**config.mk**
```make
export PLATFORM = sky130hd
export DESIGN_NAME = hmc_flit_top
export DESIGN_NICKNAME = d
export VERILOG_FILES = /design/src/logic/hmc_flit_pkg.sv /design/src/logic/hmc_link_startup.sv /design/src/logic/hmc_req_packer.sv /design/src/logic/hmc_rsp_unpacker.sv /design/src/logic/hmc_flit_top.sv
export SDC_FILE = /design/constraint.sdc
export NUM_CORES = 1
export LEC_CHECK = 0
export ABC_AREA = 0
export BUFFER_PORTS_ARGS = -buffer_cell sky130_fd_sc_hd__buf_2
export CAP_MARGIN = 20
export CORE_AREA = 2 2 646 648
export DETAILED_ROUTE_END_ITERATION = 12
export DIE_AREA = 0 0 648 650
export GPL_TIMING_DRIVEN = 0
export PLACE_DENSITY_LB_ADDON = 0.2
export SYNTH_ARGS = -nofsm -noshare
export SYNTH_HDL_FRONTEND = slang
export SYNTH_SLANG_ARGS = --single-unit
```
**constraint.sdc**
```tcl
create_clock -name CLK -period 16 [get_ports CLK]
set_input_delay 1.6 -clock CLK [delete_from_list [all_inputs] [get_ports CLK]]
set_output_delay 1.6 -clock CLK [all_outputs]
set_load 0.01 [all_outputs]
```
**src/logic/hmc_flit_pkg.sv**
```systemverilog
`default_nettype none

package hmc_flit_pkg;

  // --------------------
  // Link constants
  // --------------------

  // Four FLITs per link beat, FLIT0 leaves first
  localparam int FLITS_PER_BEAT = 4;
  localparam int FLIT_W = 128;

  // Hold-off counter bit that ends the settle time (256 cycles)
  localparam int SETTLE_BIT = 8;

  // --------------------
  // Command codes
  // --------------------

  // 32-byte posted write, three FLITs, no response
  localparam logic [5:0] CMD_P_WR32 = 6'b011001;
  // 32-byte read, one FLIT, answered by a three FLIT response
  localparam logic [5:0] CMD_RD32 = 6'b110001;

  localparam logic [3:0] LNG_WR32 = 4'd3;
  localparam logic [3:0] LNG_RD32 = 4'd1;

  // Posted writes carry a fixed tag, the memory never answers them
  localparam logic [8:0] WR_TAG = 9'd1;

  // --------------------
  // Basic types
  // --------------------

  // Address in 32-byte units
  typedef logic [26:0] hmc_addr_t;
  typedef logic [8:0] hmc_tag_t;
  typedef logic [255:0] hmc_data_t;

  // Request header, also used for response headers
  typedef struct packed {
    logic [2:0]  cub;
    logic [2:0]  res_hi;
    logic [33:0] addr;
    hmc_tag_t    tag;
    logic [3:0]  dln;
    logic [3:0]  lng;
    logic        res_lo;
    logic [5:0]  cmd;
  } req_hdr_t;

  // One FLIT, seen as raw payload or as header plus upper half
  // Upper half is the tail or the first 64 data bits
  typedef union packed {
    logic [FLIT_W-1:0] raw;
    struct packed {
      logic [FLIT_W/2-1:0] upper;
      req_hdr_t            hdr;
    } hf;
  } flit_t;

  // Per FLIT flags, bit n refers to FLIT n
  typedef struct packed {
    logic [FLITS_PER_BEAT-1:0] tail;
    logic [FLITS_PER_BEAT-1:0] hdr;
    logic [FLITS_PER_BEAT-1:0] valid;
  } flit_user_t;

  // Full link beat, FLIT0 in the low bits
  typedef struct packed {
    flit_user_t user;
    flit_t      flit3;
    flit_t      flit2;
    flit_t      flit1;
    flit_t      flit0;
  } link_beat_t;

  // --------------------
  // User side requests
  // --------------------

  typedef struct packed {
    hmc_addr_t addr;
    hmc_data_t data;
  } wr_req_t;

  typedef struct packed {
    hmc_addr_t addr;
    hmc_tag_t  tag;
  } rd_req_t;

  // Read response back to the user
  typedef struct packed {
    hmc_tag_t  tag;
    hmc_data_t data;
  } rd_rsp_t;

endpackage

`default_nettype wire

```
**src/logic/hmc_link_startup.sv**
```systemverilog
`timescale 1ns/1ps
`default_nettype none

module hmc_link_startup (
  input  logic CLK,
  input  logic RST,
  input  logic post_done_i,
  input  logic tx_ready_i,
  output logic link_up_o
);

  // Sequencer states
  typedef enum logic [1:0] {
    ST_IDLE,
    ST_WAIT_LINK,
    ST_UP
  } state_t;

  state_t state;
  // Settle counter, advances only while init done is reported
  logic [hmc_flit_pkg::SETTLE_BIT:0] settle_cnt;

  always_ff @(posedge CLK) begin
    if (RST) begin
      state      <= ST_IDLE;
      settle_cnt <= '0;
    end else begin
      case (state)
        // Let controller and memory settle before any request
        ST_IDLE: begin
          if (post_done_i) begin
            settle_cnt <= settle_cnt + 1'b1;
          end
          if (settle_cnt[hmc_flit_pkg::SETTLE_BIT]) begin
            state <= ST_WAIT_LINK;
          end
        end
        // Transmit side must accept beats
        ST_WAIT_LINK: begin
          if (tx_ready_i) begin
            state <= ST_UP;
          end
        end
        // Stays up until the next reset
        ST_UP: state <= ST_UP;
        default: state <= ST_IDLE;
      endcase
    end
  end

  assign link_up_o = (state == ST_UP);

endmodule

`default_nettype wire

```
**src/logic/hmc_req_packer.sv**
```systemverilog
`timescale 1ns/1ps
`default_nettype none

module hmc_req_packer (
  input  logic                     CLK,
  input  logic                     RST,
  input  logic                     link_up_i,
  input  logic                     tx_ready_i,
  input  logic                     wr_valid_i,
  input  hmc_flit_pkg::wr_req_t    wr_req_i,
  input  logic                     rd_valid_i,
  input  hmc_flit_pkg::rd_req_t    rd_req_i,
  output logic                     wr_ready_o,
  output logic                     rd_ready_o,
  output logic                     tx_valid_o,
  output hmc_flit_pkg::link_beat_t tx_beat_o
);

  logic wr_take;
  logic rd_take;
  hmc_flit_pkg::link_beat_t beat_next;

  // Header with zero cube ID and the address shifted to byte units
  function automatic hmc_flit_pkg::req_hdr_t make_hdr(
    input logic [5:0]              cmd,
    input logic [3:0]              lng,
    input hmc_flit_pkg::hmc_addr_t addr,
    input hmc_flit_pkg::hmc_tag_t  tag
  );
    hmc_flit_pkg::req_hdr_t hdr;
    hdr      = '0;
    hdr.addr = {2'b00, addr, 5'b00000};
    hdr.tag  = tag;
    hdr.dln  = lng;
    hdr.lng  = lng;
    hdr.cmd  = cmd;
    return hdr;
  endfunction

  // Both ports open only once the link is up and the controller accepts
  assign wr_ready_o = link_up_i & tx_ready_i;
  assign rd_ready_o = link_up_i & tx_ready_i;

  // Strobes while not ready are dropped
  assign wr_take = wr_valid_i & wr_ready_o;
  assign rd_take = rd_valid_i & rd_ready_o;

  // --------------------
  // Beat assembly
  // --------------------
  always_comb begin
    beat_next = '0;
    // Write in FLITs 0 to 2: header, data, zero tail
    if (wr_take) begin
      beat_next.flit0.hf.hdr   = make_hdr(hmc_flit_pkg::CMD_P_WR32, hmc_flit_pkg::LNG_WR32,
                                          wr_req_i.addr, hmc_flit_pkg::WR_TAG);
      beat_next.flit0.hf.upper = wr_req_i.data[63:0];
      beat_next.flit1.raw      = wr_req_i.data[191:64];
      beat_next.flit2.raw      = {64'h0, wr_req_i.data[255:192]};
      beat_next.user.valid[2:0] = 3'b111;
      beat_next.user.hdr[2:0]   = 3'b001;
      beat_next.user.tail[2:0]  = 3'b100;
    end
    // Read is a single FLIT, header and tail both in FLIT3
    if (rd_take) begin
      beat_next.flit3.hf.hdr   = make_hdr(hmc_flit_pkg::CMD_RD32, hmc_flit_pkg::LNG_RD32,
                                          rd_req_i.addr, rd_req_i.tag);
      beat_next.flit3.hf.upper = '0;
      beat_next.user.valid[3]  = 1'b1;
      beat_next.user.hdr[3]    = 1'b1;
      beat_next.user.tail[3]   = 1'b1;
    end
  end

  // Strobe for one cycle after any accepted request
  always_ff @(posedge CLK) begin
    if (RST) begin
      tx_valid_o <= 1'b0;
    end else begin
      tx_valid_o <= wr_take | rd_take;
    end
  end

  // Beat payload
  always_ff @(posedge CLK) begin
    tx_beat_o <= beat_next;
  end

endmodule

`default_nettype wire

```
**src/logic/hmc_rsp_unpacker.sv**
```systemverilog
`timescale 1ns/1ps
`default_nettype none

module hmc_rsp_unpacker (
  input  logic                     CLK,
  input  logic                     RST,
  input  logic                     post_done_i,
  input  logic                     rx_valid_i,
  input  hmc_flit_pkg::link_beat_t rx_beat_i,
  output logic                     rx_ready_o,
  output logic                     rsp_valid_o,
  output hmc_flit_pkg::rd_rsp_t    rd_rsp_o
);

  // Beats are only decoded after init done was seen
  logic armed;
  logic beat_ok;
  hmc_flit_pkg::flit_user_t usr;

  // Start layouts of a response in this beat
  logic lay_a;
  logic lay_b;
  logic lay_c;
  logic lay_d;
  // Second half of a split response
  logic fin_c;
  logic fin_d;

  // Split response held between beats
  logic pend_c;
  logic pend_d;
  hmc_flit_pkg::hmc_tag_t part_tag;
  logic [191:0] part_data;

  logic rsp_hit;
  hmc_flit_pkg::rd_rsp_t rsp_next;

  assign beat_ok = rx_valid_i & armed;
  assign usr     = rx_beat_i.user;

  // --------------------
  // Layout detection
  // --------------------

  // A: header FLIT0, tail FLIT2
  assign lay_a = beat_ok && usr.tail[2:0] == 3'b100 && usr.hdr[2:0] == 3'b001 &&
                 usr.valid[2:0] == 3'b111;
  // B: header FLIT1, tail FLIT3
  assign lay_b = beat_ok && usr.tail[3:1] == 3'b100 && usr.hdr[3:1] == 3'b001 &&
                 usr.valid[3:1] == 3'b111;
  // C: header FLIT2, no tail yet
  assign lay_c = beat_ok && usr.tail[3:2] == 2'b00 && usr.hdr[3:2] == 2'b01 &&
                 usr.valid[3:2] == 2'b11;
  // D: header FLIT3, no tail yet
  assign lay_d = beat_ok && !usr.tail[3] && usr.hdr[3] && usr.valid[3];

  // C ends with tail in FLIT0
  assign fin_c = beat_ok && pend_c && usr.tail[0] && !usr.hdr[0] && usr.valid[0];
  // D ends with tail in FLIT1
  assign fin_d = beat_ok && pend_d && usr.tail[1:0] == 2'b10 && usr.hdr[1:0] == 2'b00 &&
                 usr.valid[1:0] == 2'b11;

  // --------------------
  // Response assembly
  // --------------------
  always_comb begin
    rsp_hit  = 1'b1;
    rsp_next = '0;
    if (fin_c) begin
      // Last 64 data bits sit in the low half of FLIT0
      rsp_next.tag  = part_tag;
      rsp_next.data = {rx_beat_i.flit0.raw[63:0], part_data};
    end else if (fin_d) begin
      rsp_next.tag  = part_tag;
      rsp_next.data = {rx_beat_i.flit1.raw[63:0], rx_beat_i.flit0.raw, part_data[63:0]};
    end else if (lay_a) begin
      rsp_next.tag  = rx_beat_i.flit0.hf.hdr.tag;
      rsp_next.data = {rx_beat_i.flit2.raw[63:0], rx_beat_i.flit1.raw,
                       rx_beat_i.flit0.hf.upper};
    end else if (lay_b) begin
      rsp_next.tag  = rx_beat_i.flit1.hf.hdr.tag;
      rsp_next.data = {rx_beat_i.flit3.raw[63:0], rx_beat_i.flit2.raw,
                       rx_beat_i.flit1.hf.upper};
    end else begin
      rsp_hit = 1'b0;
    end
  end

  // Control state
  always_ff @(posedge CLK) begin
    if (RST) begin
      armed       <= 1'b0;
      rx_ready_o  <= 1'b0;
      pend_c      <= 1'b0;
      pend_d      <= 1'b0;
      rsp_valid_o <= 1'b0;
    end else begin
      // Always ready once out of reset
      rx_ready_o  <= 1'b1;
      armed       <= armed | post_done_i;
      rsp_valid_o <= rsp_hit;
      // Pending state moves only on decoded beats
      if (beat_ok) begin
        pend_c <= lay_c;
        pend_d <= lay_d;
      end
    end
  end

  // Payload registers
  always_ff @(posedge CLK) begin
    if (rsp_hit) begin
      rd_rsp_o <= rsp_next;
    end
    if (lay_c) begin
      // Data FLIT3 plus upper half of FLIT2
      part_tag  <= rx_beat_i.flit2.hf.hdr.tag;
      part_data <= {rx_beat_i.flit3.raw, rx_beat_i.flit2.hf.upper};
    end else if (lay_d) begin
      part_tag        <= rx_beat_i.flit3.hf.hdr.tag;
      part_data[63:0] <= rx_beat_i.flit3.hf.upper;
    end
  end

endmodule

`default_nettype wire

```
**src/logic/hmc_flit_top.sv**
```systemverilog
`timescale 1ns/1ps
`default_nettype none

module hmc_flit_top (
  input  logic                     CLK,
  input  logic                     RST,
  input  logic                     post_done_i,
  // Transmit link
  input  logic                     tx_ready_i,
  output logic                     tx_valid_o,
  output hmc_flit_pkg::link_beat_t tx_beat_o,
  // Receive link
  input  logic                     rx_valid_i,
  input  hmc_flit_pkg::link_beat_t rx_beat_i,
  output logic                     rx_ready_o,
  // Write port
  input  logic                     wr_valid_i,
  input  hmc_flit_pkg::wr_req_t    wr_req_i,
  output logic                     wr_ready_o,
  // Read port
  input  logic                     rd_valid_i,
  input  hmc_flit_pkg::rd_req_t    rd_req_i,
  output logic                     rd_ready_o,
  // Read responses
  output logic                     rsp_valid_o,
  output hmc_flit_pkg::rd_rsp_t    rd_rsp_o
);

  // Gates all request traffic
  logic link_up;

  hmc_link_startup u_startup (
    .CLK         (CLK),
    .RST         (RST),
    .post_done_i (post_done_i),
    .tx_ready_i  (tx_ready_i),
    .link_up_o   (link_up)
  );

  hmc_req_packer u_packer (
    .CLK        (CLK),
    .RST        (RST),
    .link_up_i  (link_up),
    .tx_ready_i (tx_ready_i),
    .wr_valid_i (wr_valid_i),
    .wr_req_i   (wr_req_i),
    .rd_valid_i (rd_valid_i),
    .rd_req_i   (rd_req_i),
    .wr_ready_o (wr_ready_o),
    .rd_ready_o (rd_ready_o),
    .tx_valid_o (tx_valid_o),
    .tx_beat_o  (tx_beat_o)
  );

  hmc_rsp_unpacker u_unpacker (
    .CLK         (CLK),
    .RST         (RST),
    .post_done_i (post_done_i),
    .rx_valid_i  (rx_valid_i),
    .rx_beat_i   (rx_beat_i),
    .rx_ready_o  (rx_ready_o),
    .rsp_valid_o (rsp_valid_o),
    .rd_rsp_o    (rd_rsp_o)
  );

endmodule

`default_nettype wire

```
# Word level (Yosys, flattened, before mapping)
# Cells that the tools add are included.
# W data, S select, Z words.
# op_classes
n_addsub	1
n_mux	22
n_bitwise	6
reduce_logical	28
eq_ne	14
# op_table
op	count
$mux W265	4
$mux W64	2
$logic_and A1 B1 Y1	20
$mux W9	2
$mux W16	1
$eq A3 B3 Y1 const B	4
$mux W12	1
$add A9 B1 Y9 const B	1
$eq A2 B2 Y1 const B	4
$mux W1	7
$eq A3 B1 Y1 const B	2
$logic_not A2 Y1	3
$mux W3	2
$pmux W2 S3	1
$and A1 B1 Y1	4
$eq A2 B1 Y1 const B	2
$mux W2	2
$reduce_and A2 Y1	2
$logic_not A1 Y1	2
$ne A2 B1 Y1 const B	1
$ne A2 B2 Y1 const B	1
$or A1 B1 Y1	2
$reduce_bool A2 Y1	1
# word_totals
word_cells	94
inputBits	850
reg_bits	1007
output_inout_bits	794

# Depth between registers and ports, before layout
# logic_depth
word_depth	8
depth_mapped	7
ltp_nobuf	6

# Modules after synthesis
# Synthesis repeated with hierarchy kept, for this count alone.
# hier_totals
cells_unflattened	2482
area_unflattened_um2	31736.7
# modules_own_cells
module	area_each_um2	cells_per_inst	seq_area_each_um2	n_inst
hmc_rsp_unpacker	20825.0	1534	14093.5	1
hmc_req_packer	10367.4	887	6446.2	1
hmc_link_startup	544.3	61	220.2	1

# Worst setup path before layout
# Ideal clock, no wire load.
# synth_path
path_type	input to register
startpoint	in rx_beat_i[512] (netlist bit)
endpoint	reg, netlist name u_unpacker.rd_rsp_o[0]
arrival_ns	8.395
path_stages	6
required_ns	13.320
n_path_buf	2
setup_time_ns	2.680
slack_ns	4.925
path_cell_list	or3b_1 > nor3_2 > nor2_1 > clkbuf_1 > buf_2 > nand3_1
# synth_between
elab_chain_len	5
word_cells_on_any_way	8
classes_between	eq/ne: 2; mux: 3; reduce/logical: 3
# synth_lines
element	line	source
from (decl)	hmc_flit_top.sv:14	input hmc_flit_pkg::link_beat_t rx_beat_i,
$eq A3 B3 Y1	hmc_rsp_unpacker.sv:47	usr.valid[2:0] == 3'b111;
$logic_and A1 B1 Y1	hmc_rsp_unpacker.sv:46	assign lay_a = beat_ok && usr.tail[2:0] == 3'b100 && usr.hdr[2:0] == 3'b001 &&
$mux W1	hmc_rsp_unpacker.sv:76	end else if (lay_a) begin
$mux W1	hmc_rsp_unpacker.sv:73	end else if (fin_d) begin
$mux W1 *	hmc_rsp_unpacker.sv:69	if (fin_c) begin
via u_unpacker.rsp_hit	hmc_rsp_unpacker.sv:35	logic rsp_hit;
# Mark *: on every way through the listed nets, which the timed path passes. The rest lies on a longest branch.
# A chain may end at the register's enable or synchronous reset.

# Worst setup path after layout
# layout_path
startpoint	in rx_beat_i[516] (netlist bit)
endpoint	reg, netlist name u_unpacker.rd_rsp_o[172]
# layout_between
elab_chain_len	6
word_cells_on_any_way	12
classes_between	eq/ne: 1; mux: 3; reduce/logical: 8
# layout_lines
element	line
$eq A3 B1 Y1	hmc_rsp_unpacker.sv:46
$logic_and A1 B1 Y1 (2 in a row)	hmc_rsp_unpacker.sv:46
$mux W1	hmc_rsp_unpacker.sv:76
$mux W1	hmc_rsp_unpacker.sv:73
$mux W1 *	hmc_rsp_unpacker.sv:69
via u_unpacker.rsp_hit	hmc_rsp_unpacker.sv:35
# Marked as above.

==> flow_summary.toml <==
[clock_tree]
cts_resized = 0
h-tree-depth = 3
cts.path.max_buffers = 4
clk_pin_slew_ps = 60
clkLatencyLatePin_ps = 890
clock_sinks = 804
cts_tree = "yes"
cts_root_buf = "clkbuf_16"
cts_buffers = 120
post-cts-setup-buffers = 0
ctsHoldBuffers = 0

[floorplan]
die_w_um = 648
core_area_um2 = 415000
dieArea_um2 = 421000
start_util_pct = 8.62
dieHeight_um = 650
rows = 237
io_pins = 1644

[yosys]
synth_mux_area_share_pct = 2.35
synth-simple-area-share_pct = 11.9
synth_cells = 3203
synth_async_sr_flop_share_pct = 0
synth-edff-count = 466
synth_xor_xnor_area_share_pct = 0.171
synthAdderAreaFrac_pct = 0.175
synth_flop_cell = "edfxtp_1"
yosys_register_bits = 804
synth_top_family_by_area = "compound AO/OA/AOI/OAI gates"
synth_compound_area_share_pct = 18.5
synth_seq_area_share_pct = 58.1
yosys_warnings = 0
synthDistinctLibCells = 40
syn-mean-instance-area_um2 = 11.2
syn_area_um2 = 35800

[worst_setup_path]
criticalPathCategory = "in2reg"
cp.arrival_ps = 5210
cpMostUsedCell = "buf_16"
critPathLaunchType = "primary input"
crit_slowest_cell = "nor2_2"
slowest_delay_ps = 650
crit_required_ps = 16580
cp_cell_sequence = "buf_2 -> nand3b_1 -> nor3_2 -> nor2_2 -> clkbuf_2 -> buf_12 -> buf_2 -> nand3_4 -> buf_16 -> buf_16 -> buf_16"
cp_max_fo = 44
end_kind = "register"

[routing]
wire_per_inst_um = 29.7
drc = 0
drt_iter0_drc = 2598
first_pass_iters = 5
antenna_left = 0
via_per_inst = 3.35
routed_wl_um = 318000
vias = 35873

[final_layout]
area_delta_synth_final_pct = 54.9
drive_gt1_share_pct = 41.9
n_fill_cell = 47417
fin_nets = 5844
final_cells = 10710
post-route-util_pct = 13.4

[timing]
finalClockSkew_ps = 28.1
setup_viol = 0
slew_violations = 0
fmax_mhz = 216
period_share_pct = 29.0
worst_pin_slew_ps = 1240
setup_tns_ps = 0
rsz0062_at_grt = "no"
hold_viol = 0
max_slew_margin_pct = 17.0
min_period_ps = 4630

[min_path]
hold_path_class = "reg2reg"

[grt]
grt_pass1_vias = 35920
grt_max_degree = 72
antenna_found_initial = 319
grt_pass1_wl_um = 396000
track_usage_pct = 14.5
overflow = 0

[power]
p_per_area_nw_per_um2 = 94.5
p_total_mw = 5.23
leakagePower_nw = 24.2
ir_worst_vdd_mv = 0.0903

[placement]
dp_cells = 10362
detailed_place_hpwl_um = 269000
port_buffers = 1458
gp_congestion = 0.878

[run]
max_cap_viol_count = 0

[run_status]
status = "finished, final reports clean"
-- sequential cells by signal, indices dropped and copies added (netlist names) --
register	cells
u_startup.state	2
u_unpacker.pend_c	1
u_startup.settle_cnt	9
u_unpacker.rsp_valid_o	1
u_unpacker.rx_ready_o	1
u_packer.tx_beat_o	321
u_unpacker.part_data	192
u_packer.tx_valid_o	1
u_unpacker.pend_d	1
u_unpacker.part_tag	9
u_unpacker.rd_rsp_o	265
u_unpacker.armed	1
-- cells in the mapped netlist, drive strengths merged (2+ instances only) --
master,n,share of area [%]
a22oi,73,1.5
ha,5,0.17
nand2,11,0.12
mux2,73,2.3
xnor2,2,0.049
mux2i,2,0.056
and3,6,0.10
buf,387,7.1
edfxtp,466,39
nand4,196,3.4
nor2,208,2.2
o41ai,192,4.7
a22o,192,4.7
xor2,5,0.12
nand3,7,0.098
inv,7,0.073
clkbuf,159,1.7
or3,2,0.035
and2,321,5.6
nor4bb,2,0.056
a21oi,534,7.5
nor3,3,0.056
dfxtp,338,19
-- metrics by stage --
stage / hold WS [ps] / cell area, um^2 / setup WS [ps]
2_1_floorplan: 436 / 36400 / 4920
3_3_place_gp: 443 / 50600 / -6030
3_5_place_dp: 455 / 51100 / 10280
4_1_cts: 464 / 55000 / 11100
5_1_grt: 485 / 55300 / 11250
6_report: 464 / 55400 / 11370
-- worst paths after layout --
path	to	cells past startpoint	startpoint	slack [ps]
hold reg to reg	u_unpacker.pend_d	2	u_unpacker.pend_d	460
setup / recovery	u_unpacker.rd_rsp_o[172]	11	rx_beat_i[516]	11370
setup reg to reg	u_unpacker.part_data[62]	7	u_unpacker.armed	11630
hold / removal	u_unpacker.pend_d	2	u_unpacker.pend_d	460
-- placed cells by master, fill, tap and decap left out, types with 3 or more instances in the layout --
master      count
bufinv_16       7
a22oi_1        73
o41ai_1       192
clkinvlp_4      4
clkinv_16       3
inv_6           3
a22o_1        192
a21oi_1       534
buf_4         205
clkbuf_2       10
buf_16          9
nand2_1        10
diode_2       131
clkbuf_16     122
buf_6          16
buf_1           4
buf_12          7
nand3_1         6
ha_1            5
buf_2        1619
edfxtp_1      466
clkbuf_8       17
clkinv_1       21
mux2_2         73
clkbuf_1      169
and2_1        321
inv_1           6
nor2_1        207
conb_1        184
buf_8           8
and3_1          6
nand4_1       196
dfxtp_1       338
clkinv_2       16
xor2_1          5
-- layer usage --
metal,vias up,track usage [%],share of wire [%]
li1,15440,-,-
met1,17597,14.4,34
met2,2078,27.8,54
met3,680,4.78,8.5
met4,78,4.85,3.8
met5,-,0,0.16
-- cell families after synthesis --
| group | count (synthesis) |
|---|---|
| compound gates | 994 |
| xor+xnor | 7 |
| fa+ha+maj | 5 |
| buf+inv | 553 |
| flops | 804 |
| mux | 75 |
| other cells | 1 |
| simple gates | 764 |
-- final cells by class --
| class | instances | area [um^2] | share of cell area, % |
|---|---|---|---|
| inverter | 7 | 26.3 | 0.0474 |
| sequential | 804 | 20800 | 37.5 |
| clock inverter | 56 | 544 | 0.983 |
| multi-input combinational | 2029 | 12500 | 22.6 |
| clock buffer | 159 | 3360 | 6.07 |
| antenna | 131 | 328 | 0.592 |
| timing repair buffer | 1481 | 7790 | 14.1 |
| buffer | 546 | 3160 | 5.71 |
| tap | 5497 | 6880 | 12.4 |
-- critical path, delay by kind of cell --
kind / cells / cell delay (ps)
buf+inv: 7 / 1940
simple gates: 4 / 1430
-- where the power goes --
group          total [mW]  switching (mW)  internal, mW  leakage, nW
combinational       0.324           0.197         0.127         14.7
clock                2.73            1.15          1.58         1.91
sequential           2.18         0.00176          2.18         7.61
No activity file was read; power rests on OpenSTA's default activity.
